[config.mk]
export PLATFORM = sky130hd
export DESIGN_NAME = jesd_loopback_sys
export DESIGN_NICKNAME = d
export VERILOG_FILES = /design/src/hw/jesd_tx_pkg.sv /design/src/hw/jesd_loopback_sys.sv /design/src/hw/jesd_rx_deframer.sv /design/src/hw/lane_descrambler.sv /design/src/hw/lane_scrambler.sv /design/src/hw/jesd_tx_framer.sv /design/src/hw/dac_pattern_gen.sv
export SDC_FILE = /design/constraint.sdc
export NUM_CORES = 1
export LEC_CHECK = 0
export BUFFER_PORTS_ARGS = -buffer_cell sky130_fd_sc_hd__buf_2
export CAP_MARGIN = 20
export CORE_MARGIN = 1.5
export CORE_UTILIZATION = 25
export DETAILED_ROUTE_END_ITERATION = 10
export GPL_TIMING_DRIVEN = 0
export REMOVE_ABC_BUFFERS = 1
export SETUP_SLACK_MARGIN = 0.3
export SYNTH_ARGS = -nofsm -noshare
export SYNTH_HDL_FRONTEND = slang
export SYNTH_HIERARCHICAL = 1
export SYNTH_SLANG_ARGS = --single-unit
[constraint.sdc]
create_clock -name device_clk -period 3.9 [get_ports device_clk]
set_input_delay 0.78 -clock device_clk [delete_from_list [all_inputs] [get_ports device_clk]]
set_output_delay 0.78 -clock device_clk [all_outputs]
set_load 0.1 [all_outputs]
[src/hw/jesd_tx_pkg.sv]
// **********************************************************************
// Link constants and beat types for the JESD204B transmit data path.
// Only the transport layer is modelled. Lane k carries converter k, so
// NUM_LANES must equal NUM_CONVERTERS. Samples are 16 bits (NP of 12
// is not supported) and every lane moves four octets per cycle.
// **********************************************************************

package jesd_tx_pkg;

  // Converters per link (M)
  localparam int NUM_CONVERTERS = 2;

  // Lanes per link (L), one converter per lane
  localparam int NUM_LANES = 2;

  // Sample width (NP), already padded to the DMA width
  localparam int SAMPLE_BITS = 16;

  // Four octets leave each lane on every device_clk cycle
  localparam int LANE_BITS = 32;

  // Samples of one converter carried per cycle
  localparam int SAMPLES_PER_BEAT =
    (NUM_LANES * LANE_BITS) / (NUM_CONVERTERS * SAMPLE_BITS);

  // Octets that make up one sample on the lane
  localparam int OCTETS_PER_SAMPLE = SAMPLE_BITS / 8;

  // Pattern counter width. Bit 8 selects the phase and the low byte feeds
  // the ramp, so the counter wraps every 512 samples
  localparam int PATTERN_COUNT_BITS = 9;

  // Scrambler history for the 1 + x^14 + x^15 polynomial
  localparam int SCRAMBLE_STATE_BITS = 15;

  // One converter sample
  typedef logic [SAMPLE_BITS-1:0] sample_t;

  // One lane word, octet 0 in bits 7:0 goes out first
  typedef logic [LANE_BITS-1:0] lane_word_t;

  // All samples of one cycle, indexed by converter and then by sample
  typedef struct packed {
    sample_t [NUM_CONVERTERS-1:0][SAMPLES_PER_BEAT-1:0] samples;
  } converter_beat_t;

  // One word per lane
  typedef lane_word_t [NUM_LANES-1:0] lane_beat_t;

endpackage
[src/hw/jesd_loopback_sys.sv]
// **********************************************************************
// Transmit path with a loopback receive path: pattern generator, framer,
// per-lane scramblers, per-lane descramblers and deframer. Each stage
// adds one cycle, so tx_lanes_valid trails an enabled edge by 3 cycles
// and rx_valid by 5. No link layer, SYSREF or serializer is present.
// **********************************************************************

`timescale 1ns/10ps

module jesd_loopback_sys (
  input  logic                         device_clk,
  input  logic                         reset,
  input  logic                         tx_enable,
  input  logic                         scramble_enable,
  output jesd_tx_pkg::lane_beat_t      tx_lanes,
  output logic                         tx_lanes_valid,
  output jesd_tx_pkg::converter_beat_t rx_samples,
  output logic                         rx_valid
);

  import jesd_tx_pkg::*;

  // Generator to framer
  converter_beat_t          gen_samples;
  logic                     gen_valid;

  // Framer to scramblers
  lane_beat_t               framed_lanes;
  logic                     framed_valid;

  // Per-lane strobes, all lanes move in lock step
  logic [NUM_LANES-1:0]     scram_valid;
  logic [NUM_LANES-1:0]     descram_valid;

  // Descramblers to deframer
  lane_beat_t               descram_lanes;

  // **********************************************************************
  // Transmit side
  // **********************************************************************

  dac_pattern_gen u_dac_pattern_gen (
    .device_clk (device_clk),
    .reset      (reset),
    .tx_enable  (tx_enable),
    .tx_samples (gen_samples),
    .tx_valid   (gen_valid)
  );

  jesd_tx_framer u_jesd_tx_framer (
    .device_clk    (device_clk),
    .reset         (reset),
    .frame_samples (gen_samples),
    .frame_valid   (gen_valid),
    .lane_data     (framed_lanes),
    .lane_valid    (framed_valid)
  );

  // **********************************************************************
  // Lanes, the scrambler outputs loop straight back to the receive side
  // **********************************************************************

  for (genvar k = 0; k < NUM_LANES; k++) begin : g_lane
    lane_scrambler u_lane_scrambler (
      .device_clk      (device_clk),
      .reset           (reset),
      .scramble_enable (scramble_enable),
      .data_in         (framed_lanes[k]),
      .data_valid      (framed_valid),
      .data_out        (tx_lanes[k]),
      .out_valid       (scram_valid[k])
    );

    lane_descrambler u_lane_descrambler (
      .device_clk      (device_clk),
      .reset           (reset),
      .scramble_enable (scramble_enable),
      .data_in         (tx_lanes[k]),
      .data_valid      (scram_valid[k]),
      .data_out        (descram_lanes[k]),
      .out_valid       (descram_valid[k])
    );
  end

  // A beat counts once every lane has it
  assign tx_lanes_valid = &scram_valid;

  jesd_rx_deframer u_jesd_rx_deframer (
    .device_clk (device_clk),
    .reset      (reset),
    .lane_data  (descram_lanes),
    .lane_valid (&descram_valid),
    .rx_samples (rx_samples),
    .rx_valid   (rx_valid)
  );

endmodule

[src/hw/jesd_rx_deframer.sv]
// **********************************************************************
// Loopback deframer, the registered inverse of jesd_tx_framer. Expects
// converter k on lane k with samples sent MSB octet first. All lanes
// must arrive on the same beat; there is no lane alignment.
// **********************************************************************

`timescale 1ns/10ps

module jesd_rx_deframer (
  input  logic                          device_clk,
  input  logic                          reset,
  input  jesd_tx_pkg::lane_beat_t       lane_data,
  input  logic                          lane_valid,
  output jesd_tx_pkg::converter_beat_t  rx_samples,
  output logic                          rx_valid
);

  import jesd_tx_pkg::*;

  // Samples before the output register
  converter_beat_t unpacked;

  // **********************************************************************
  // Octet to sample mapping
  // **********************************************************************

  always_comb begin
    unpacked = '0;
    for (int k = 0; k < NUM_CONVERTERS; k++) begin
      for (int j = 0; j < SAMPLES_PER_BEAT; j++) begin
        for (int b = 0; b < OCTETS_PER_SAMPLE; b++) begin
          // The first octet of each sample rebuilds its upper byte
          unpacked.samples[k][j][SAMPLE_BITS - 1 - 8 * b -: 8] =
            lane_data[k][8 * (j * OCTETS_PER_SAMPLE + b) +: 8];
        end
      end
    end
  end

  // **********************************************************************
  // Output registers
  // **********************************************************************

  always_ff @(posedge device_clk) begin
    if (reset) begin
      rx_valid <= 1'b0;
    end else begin
      rx_valid <= lane_valid;
    end
  end

  always_ff @(posedge device_clk) begin
    if (lane_valid) begin
      rx_samples <= unpacked;
    end
  end

endmodule

[src/hw/lane_descrambler.sv]
// **********************************************************************
// Descrambler for one loopback lane, the inverse of lane_scrambler. The
// history is fed from the received bits, so with both states at zero
// the data comes back exactly. scramble_enable must match the far end
// and only change while the link is idle.
// **********************************************************************

`timescale 1ns/10ps

module lane_descrambler (
  input  logic                    device_clk,
  input  logic                    reset,
  input  logic                    scramble_enable,
  input  jesd_tx_pkg::lane_word_t data_in,
  input  logic                    data_valid,
  output jesd_tx_pkg::lane_word_t data_out,
  output logic                    out_valid
);

  import jesd_tx_pkg::*;

  // state[n] holds the received bit n+1 places back
  logic [SCRAMBLE_STATE_BITS-1:0] state;
  logic [SCRAMBLE_STATE_BITS-1:0] next_state;
  lane_word_t                     descrambled;

  // **********************************************************************
  // Unrolled serial steps in transmit order
  // **********************************************************************

  always_comb begin
    int bit_pos;
    bit_pos = 0;
    descrambled = data_in;
    next_state = state;
    for (int n = 0; n < LANE_BITS; n++) begin
      bit_pos = 8 * (n / 8) + 7 - (n % 8);
      descrambled[bit_pos] = data_in[bit_pos] ^ next_state[SCRAMBLE_STATE_BITS-2]
                             ^ next_state[SCRAMBLE_STATE_BITS-1];
      // Shift in the line bit, not the recovered one
      next_state = {next_state[SCRAMBLE_STATE_BITS-2:0], data_in[bit_pos]};
    end
  end

  always_ff @(posedge device_clk) begin
    if (reset) begin
      state <= '0;
      out_valid <= 1'b0;
    end else begin
      out_valid <= data_valid;
      if (data_valid && scramble_enable) begin
        state <= next_state;
      end
    end
  end

  always_ff @(posedge device_clk) begin
    if (data_valid) begin
      data_out <= scramble_enable ? descrambled : data_in;
    end
  end

endmodule

[src/hw/lane_scrambler.sv]
// **********************************************************************
// Self-synchronous 1 + x^14 + x^15 scrambler for one lane. The serial
// order is octet 0 first, MSB first within each octet. The state only
// moves on valid beats while scramble_enable is high; otherwise words
// pass unchanged. The state starts at zero after reset.
// **********************************************************************

`timescale 1ns/10ps

module lane_scrambler (
  input  logic                    device_clk,
  input  logic                    reset,
  input  logic                    scramble_enable,
  input  jesd_tx_pkg::lane_word_t data_in,
  input  logic                    data_valid,
  output jesd_tx_pkg::lane_word_t data_out,
  output logic                    out_valid
);

  import jesd_tx_pkg::*;

  // state[n] holds the output bit n+1 places back
  logic [SCRAMBLE_STATE_BITS-1:0] state;
  logic [SCRAMBLE_STATE_BITS-1:0] next_state;
  lane_word_t                     scrambled;

  // **********************************************************************
  // Unrolled serial steps, one per lane bit
  // **********************************************************************

  always_comb begin
    int bit_pos;
    bit_pos = 0;
    scrambled = data_in;
    next_state = state;
    for (int n = 0; n < LANE_BITS; n++) begin
      // Serial bit n sits in octet n/8, counted from the MSB
      bit_pos = 8 * (n / 8) + 7 - (n % 8);
      scrambled[bit_pos] = data_in[bit_pos] ^ next_state[SCRAMBLE_STATE_BITS-2]
                           ^ next_state[SCRAMBLE_STATE_BITS-1];
      // The history is fed from the scrambled bit
      next_state = {next_state[SCRAMBLE_STATE_BITS-2:0], scrambled[bit_pos]};
    end
  end

  always_ff @(posedge device_clk) begin
    if (reset) begin
      state <= '0;
      out_valid <= 1'b0;
    end else begin
      out_valid <= data_valid;
      if (data_valid && scramble_enable) begin
        state <= next_state;
      end
    end
  end

  always_ff @(posedge device_clk) begin
    if (data_valid) begin
      data_out <= scramble_enable ? scrambled : data_in;
    end
  end

endmodule

[src/hw/jesd_tx_framer.sv]
// **********************************************************************
// Transport-layer framer. Lane k carries converter k and each sample is
// sent MSB octet first, in sample order. One cycle of latency, no
// back-pressure. Assumes NUM_LANES equals NUM_CONVERTERS.
// **********************************************************************

`timescale 1ns/10ps

module jesd_tx_framer (
  input  logic                         device_clk,
  input  logic                         reset,
  input  jesd_tx_pkg::converter_beat_t frame_samples,
  input  logic                         frame_valid,
  output jesd_tx_pkg::lane_beat_t      lane_data,
  output logic                         lane_valid
);

  import jesd_tx_pkg::*;

  // Lane words before the output register
  lane_beat_t framed;

  // **********************************************************************
  // Octet mapping
  // **********************************************************************

  always_comb begin
    framed = '0;
    for (int k = 0; k < NUM_LANES; k++) begin
      for (int j = 0; j < SAMPLES_PER_BEAT; j++) begin
        for (int b = 0; b < OCTETS_PER_SAMPLE; b++) begin
          // Octet b of sample j lands at lane octet j*OCTETS_PER_SAMPLE + b
          // Octet 0 of a sample is its upper byte
          framed[k][8 * (j * OCTETS_PER_SAMPLE + b) +: 8] =
            frame_samples.samples[k][j][SAMPLE_BITS - 1 - 8 * b -: 8];
        end
      end
    end
  end

  // **********************************************************************
  // Output registers
  // **********************************************************************

  always_ff @(posedge device_clk) begin
    if (reset) begin
      lane_valid <= 1'b0;
    end else begin
      lane_valid <= frame_valid;
    end
  end

  // Lane payload only loads on valid beats
  always_ff @(posedge device_clk) begin
    if (frame_valid) begin
      lane_data <= framed;
    end
  end

endmodule

[src/hw/dac_pattern_gen.sv]
// **********************************************************************
// Per-converter test pattern for the DAC path. The first 256 samples of
// every 512 hold the converter index in each nibble, the next 256 hold
// the index in the top nibble and a running count in the low byte.
// The counter holds while tx_enable is low and is never cleared.
// **********************************************************************

`timescale 1ns/10ps

module dac_pattern_gen (
  input  logic                        device_clk,
  input  logic                        reset,
  input  logic                        tx_enable,
  output jesd_tx_pkg::converter_beat_t tx_samples,
  output logic                        tx_valid
);

  import jesd_tx_pkg::*;

  // Index of the first sample of the current beat
  logic [PATTERN_COUNT_BITS-1:0] sample_count;

  // Pattern for the beat that starts at sample_count
  converter_beat_t pattern;

  // **********************************************************************
  // Pattern decode
  // **********************************************************************

  always_comb begin
    pattern = '0;
    for (int i = 0; i < NUM_CONVERTERS; i++) begin
      for (int j = 0; j < SAMPLES_PER_BEAT; j++) begin
        if (sample_count[8]) begin
          // Ramp phase, bits 11:8 stay zero
          pattern.samples[i][j][SAMPLE_BITS-1 -: 4] = 4'(i);
          pattern.samples[i][j][7:0] = 8'(sample_count[7:0] + 8'(j));
        end else begin
          // Index phase, the converter number fills every nibble
          pattern.samples[i][j] = {(SAMPLE_BITS / 4){4'(i)}};
        end
      end
    end
  end

  // **********************************************************************
  // Counter and output registers
  // **********************************************************************

  always_ff @(posedge device_clk) begin
    if (reset) begin
      sample_count <= '0;
      tx_valid <= 1'b0;
    end else begin
      tx_valid <= tx_enable;
      // Advance only on enabled beats so a gap skips no samples
      if (tx_enable) begin
        sample_count <= sample_count + PATTERN_COUNT_BITS'(SAMPLES_PER_BEAT);
      end
    end
  end

  // The sample payload carries no reset
  always_ff @(posedge device_clk) begin
    if (tx_enable) begin
      tx_samples <= pattern;
    end
  end

endmodule

After elaboration in Yosys (flattened, before gate mapping)
Index checks and enable logic that the tools add are counted.
- register bits: 342
- latch bits: 0
- bits in writable memories: 0
- memory bits (read-only): 0
- logic and storage cells: 270
- memories kept: 0
- $add $sub $neg: 2
- multiply operators: 0
- div/mod/pow operators: 0
- order comparisons: 0
- eq/ne operators: 0
- shifts and indexed selects: 0
- muxes and demuxes: 5
- bitwise gates (word level): 234
- reductions and logical operators: 2
- operator list (cell ; count):
    $xor A1 B1 Y1 ; 232
    $mux W32 ; 4
    $add A9 B2 Y9 const B ; 1
    $add A8 B1 Y8 const B ; 1
    $logic_and A1 B1 Y1 ; 2
    $not A1 Y1 ; 2
    $mux W1 ; 1

Logic depth before layout (Yosys ltp)
- depth after elaboration: 6
- gate-level depth with buffers: 6

Hierarchy
Netlist, hierarchy kept.
- modules (own cells, without submodules) (module ; instances ; cells each ; area an instance (um^2) ; sequential area each (um^2)):
    lane_scrambler ; 2 ; 240 ; 2710.1 ; 1281.2
    lane_descrambler ; 2 ; 200 ; 2257.2 ; 1281.2
    jesd_rx_deframer ; 1 ; 66 ; 1955.6 ; 1941.9
    jesd_tx_framer ; 1 ; 66 ; 1955.6 ; 1941.9
    dac_pattern_gen ; 1 ; 116 ; 1161.1 ; 510.5
    jesd_loopback_sys ; 1 ; 2 ; 12.5 ; 0.0

Least setup slack after synthesis
OpenSTA, ideal clock, no wires.
- kind: register to register
- from: reg u_jesd_tx_framer.lane_valid
- to: reg g_lane[0].u_lane_scrambler.state[10]
- data arrival time: 2.685 ns
- path slack: 1.083 ns
- cell stages (with the launch flop): 5
- cell sequence: dfxtp_1 -> nand2_1 -> clkbuf_1 -> nand2_1 -> a21oi_1
- word-level cells in the longest chain between the ends: 1
- RTL lines (what ; RTL line ; source):
    start: declaration ; jesd_tx_framer.sv:15 ; output logic lane_valid
    start signal: assignment ; jesd_tx_framer.sv:49 ; lane_valid <= frame_valid;
    $logic_and A1 B1 Y1 ; lane_scrambler.sv:52 ; if (data_valid && scramble_enable) begin
    end signal: assignment ; lane_scrambler.sv:53 ; state <= next_state;
    end: declaration ; lane_scrambler.sv:23 ; logic [SCRAMBLE_STATE_BITS-1:0] state;
No other way between the ends.
A chain may end at the register's enable or synchronous reset.

Worst setup path in the final report
- from: reg g_lane[1].u_lane_scrambler.out_valid
- to: out tx_lanes_valid
- RTL lines (what ; RTL line ; source):
    start: declaration ; lane_scrambler.sv:17 ; output logic out_valid
    start signal: assignment ; lane_scrambler.sv:51 ; out_valid <= data_valid;
    end: declaration ; jesd_loopback_sys.sv:16 ; output logic tx_lanes_valid,
No word-level cell between the ends.

==> flow_metrics.env <==
export IMPL_drt_antenna_violating_nets=0
export IMPL_hold_path_depth=0
export IMPL_layout_common_cells="sky130_fd_sc_hd__edfxtp_1, sky130_fd_sc_hd__nand2_1, sky130_fd_sc_hd__xnor2_1, sky130_fd_sc_hd__buf_2, sky130_fd_sc_hd__xor2_1"
export IMPL_hold_class="flip-flop to flip-flop"
export IMPL_p_leak_uw=0.00616
export IMPL_drt_drc_violations_left=6
export IMPL_hpwlAfterDp_mm=20.2
export IMPL_overflow=0
export IMPL_worst_endpoint_arrival_ns=2.07
export IMPL_post_layout_total_power_uw=8230
export IMPL_synth_edff_count=267
export IMPL_netSwitchingFraction_pct=23.6
export IMPL_clock_tree_buffer_depth=3
export IMPL_crit_family="flip-flops"
export IMPL_tightestPinTransition_ns=0.910
export IMPL_p_seq_share_pct=50.5
export IMPL_syn_instance_count=1130
export IMPL_finalHoldViolations=0
export IMPL_max_freq_mhz=351
export IMPL_filler_cell_count=5945
export IMPL_post_cts_resized_instances=0
export IMPL_grt_first_pass_wirelength_mm=45.6
export IMPL_path_depth_of_the_worst_reg2reg_path=5
export IMPL_path_cells="and2_1, buf_2"
export IMPL_cts_inserted_buffers=36
export IMPL_grt_max_degree=102
export IMPL_final_seq_area_um2=9530
export IMPL_timing_critical_path_slowest_stage_cell="sky130_fd_sc_hd__dfxtp_2"
export IMPL_floorplan_initialDensity_pct=25.4
export IMPL_fp_dieH_um=248
export IMPL_cts_num_sinks=342
export IMPL_wirelength_met1_mm=13.3
export IMPL_cp_slowest_stage_delay_ns=0.88
export IMPL_met2_routed_wl_mm=14.5
export IMPL_fp_dieArea_um2=61600
export IMPL_first_global_vias=7749
export IMPL_warning_count_from_the_yosys_run=6
export IMPL_critical_path_endpoint_type="primary output"
export IMPL_post_synth_top_area_cell="sky130_fd_sc_hd__edfxtp_1"
export IMPL_detail_route_iter0_violations=338
export IMPL_worstReg2RegEnd="g_lane[0].u_lane_scrambler/state[0]"
export IMPL_io_buffer_count=133
export IMPL_ys_async_sr_fraction_pct=0
export IMPL_cellInternalPower_uw=6280
export IMPL_run_status="finished, violations left"
export IMPL_synth_yosys_seq_area_share_pct=63.4
export IMPL_final_setup_skew_ns=0.0153
export IMPL_critical_path_depth=2
export IMPL_routed_via_density=3.93
export IMPL_register_bit_count_reported_by_yosys=342
export IMPL_commonest_non_fill_non_tap_cell_in_the_layout="sky130_fd_sc_hd__edfxtp_1"
export IMPL_synth_cell_area_um2=15000
export IMPL_r2r_setup_slack_ns=1.87
export IMPL_num_vias=7937
export IMPL_die_width_um=248
export IMPL_drive_above_1_share_pct=20.0
export IMPL_fin_crit_sh_pct=73.0
export IMPL_period_needed_ns=2.85
export IMPL_r2r_start="g_lane[0].u_lane_scrambler/state[10]"
export IMPL_path_class="flip-flop to primary output"
export IMPL_ys_types=33
export IMPL_post_syn_area_per_cell_um2=13.3
export IMPL_h_tree_depth=2
export IMPL_clock_insertion_delay_worst_skew_ns=0.52
export IMPL_wirelength_mm=29.8
export IMPL_row_count=89
export IMPL_switchingPower_uw=1940
export IMPL_dominant_register_cell_in_the_synthesized_netlist="sky130_fd_sc_hd__edfxtp_1"
export IMPL_powerDensity_nw_per_um2=474
export IMPL_setup_viol=0
export IMPL_yosysTopAreaCellShare_pct=53.4
export IMPL_finalMaxSlewViolations=0
export IMPL_timing_hold_worst_endpoint="u_jesd_rx_deframer/rx_samples[42]"
export IMPL_power_clock_fraction_pct=41.5
export IMPL_place_congestion=0.777
export IMPL_clkTransAtPathRegs_ns=0.06
export IMPL_slew_limit_headroom_pct=39.3
export IMPL_critical_path_required_ns=3.12
export IMPL_critPathBufInv=1
export IMPL_fin_setup_tns_ns=0
export IMPL_wl_met3_mm=1.24
export IMPL_setup_worst_path_start_class="flip-flop"
export IMPL_netlist_top_cells_area="sky130_fd_sc_hd__edfxtp_1, sky130_fd_sc_hd__xnor2_1, sky130_fd_sc_hd__dfxtp_1"
export IMPL_antenna_diode_count=0
export IMPL_drt_pre_antenna_iters=7
export IMPL_power_frac_comb_pct=8.0
export IMPL_critical_path_peak_fanout=36
export IMPL_syn_to_final_growth_pct=15.5
export IMPL_multi_input_comb_area_um2=4900
export IMPL_maxCapViolCount=0
export IMPL_failing_checks="DRC"
export IMPL_max_layer_used="met5"
export IMPL_route_detailed_wl_per_inst_um=14.8
export IMPL_final_nets=1227
export IMPL_max_vdd_ir_drop_uv=232
export IMPL_globalRouteTotalUtil_pct=9.54
export IMPL_grt_setup_unrepaired="false"
export IMPL_worst_hold_startpoint="g_lane[1].u_lane_descrambler/data_out[2]"
export IMPL_cts_hold_buffers_added=0
export IMPL_clock_tree_root="sky130_fd_sc_hd__clkbuf_16"
export IMPL_cts_tree="done"
export IMPL_io_pins=134
export IMPL_antenna_found_initial=1
export IMPL_post_cts_setup_buffer_count=0
export IMPL_core_area_um2=59200
layout make-up:
| cell class | count | area share, % |
|---|---|---|
| Sequential cell | 342 | 54.9 |
| Tap cell | 773 | 5.58 |
| Multi-Input combinational cell | 701 | 28.3 |
| Clock inverter | 23 | 1.30 |
| Clock buffer | 41 | 5.43 |
| Inverter | 5 | 0.108 |
| Timing Repair Buffer | 136 | 4.37 |
power groups by stage:
| stage | combinational (µW) | sequential (µW) | clock (µW) |
|---|---|---|---|
| after floorplan | 349 | 4360 | 0 |
| after global placement | 640 | 4250 | 0 |
| after detailed placement | 660 | 4240 | 0 |
| after CTS | 663 | 4160 | 3520 |
| after global routing | 710 | 4170 | 3640 |
| final | 659 | 4150 | 3410 |
cells in the mapped netlist, types with 4 or more instances:
cell type,n
sky130_fd_sc_hd__xnor2_1,189
sky130_fd_sc_hd__a21oi_1,35
sky130_fd_sc_hd__mux2i_1,5
sky130_fd_sc_hd__nand4_1,4
sky130_fd_sc_hd__xnor3_1,8
sky130_fd_sc_hd__nor2b_1,5
sky130_fd_sc_hd__xor2_1,101
sky130_fd_sc_hd__nor3_1,8
sky130_fd_sc_hd__xnor2_2,6
sky130_fd_sc_hd__clkbuf_1,36
sky130_fd_sc_hd__inv_1,5
sky130_fd_sc_hd__mux2_2,26
sky130_fd_sc_hd__nand2_1,210
sky130_fd_sc_hd__nor2_1,5
sky130_fd_sc_hd__a21oi_2,20
sky130_fd_sc_hd__buf_4,66
sky130_fd_sc_hd__dfxtp_1,75
sky130_fd_sc_hd__and2_1,12
sky130_fd_sc_hd__edfxtp_1,267
sky130_fd_sc_hd__nor3b_1,8
sky130_fd_sc_hd__nor4b_1,8
sky130_fd_sc_hd__buf_2,8
sky130_fd_sc_hd__a211o_1,8
how the worst max path moves through the flow:
stage | end | slack, ns | start
floorplan | g_lane[0].u_lane_scrambler/state[1] | 0.85 | u_jesd_tx_framer/lane_valid
global placement | g_lane[0].u_lane_scrambler/state[1] | -0.85 | scramble_enable
detailed placement | g_lane[1].u_lane_scrambler/state[3] | 1.13 | scramble_enable
CTS | tx_lanes_valid | 0.97 | g_lane[1].u_lane_scrambler/out_valid
global route | tx_lanes_valid | 0.89 | g_lane[1].u_lane_scrambler/out_valid
finish | tx_lanes_valid | 1.05 | g_lane[1].u_lane_scrambler/out_valid
cells by family after synthesis:
group	count (synthesis)	synth area share, %
AO/OA/AOI/OAI	66	2.92
XOR/XNOR	304	18.8
adder cells (fa/ha/maj)	1	0.0833
buffers and inverters	117	4.74
flip-flops	342	63.4
multiplexers	31	2.28
other	2	0.0500
AND/OR/NAND/NOR	267	7.79
stage by stage:
| stage | hold slack [ns] | setup WS, ns | instances | util, % | area, µm² |
|---|---|---|---|---|---|
| detailed placement | 0.405 | 1.13 | 1957 | 27.3 | 16200 |
| finish | 0.415 | 1.05 | 2021 | 29.3 | 17300 |
| CTS | 0.416 | 0.973 | 2021 | 29.3 | 17300 |
| floorplan | 0.400 | 0.854 | 1048 | - | 14400 |
| global placement | 0.404 | -0.847 | 1954 | 27.1 | 16100 |
| global route | 0.419 | 0.885 | 2021 | 29.3 | 17300 |
state kept, by name (all words and copies together), names as in the netlist:
| signal | count |
|---|---|
| g_lane.u_lane_scrambler/state | 30 |
| g_lane.u_lane_scrambler/out_valid | 2 |
| g_lane.u_lane_scrambler/data_out | 64 |
| g_lane.u_lane_descrambler/out_valid | 2 |
| u_jesd_tx_framer/lane_valid | 1 |
| u_dac_pattern_gen/tx_samples | 11 |
| u_jesd_rx_deframer/rx_valid | 1 |
| u_jesd_tx_framer/lane_data | 64 |
| g_lane.u_lane_descrambler/state | 30 |
| u_jesd_rx_deframer/rx_samples | 64 |
| u_dac_pattern_gen/sample_count | 8 |
| u_dac_pattern_gen/tx_valid | 1 |
| g_lane.u_lane_descrambler/data_out | 64 |
layer usage:
layer,vias up,global-route usage (%)
met5,-,0
met2,135,16.0
met4,2,3.44
li1,3898,-
met3,45,1.79
met1,3857,12.3
No activity file was read; power rests on OpenSTA's default activity.
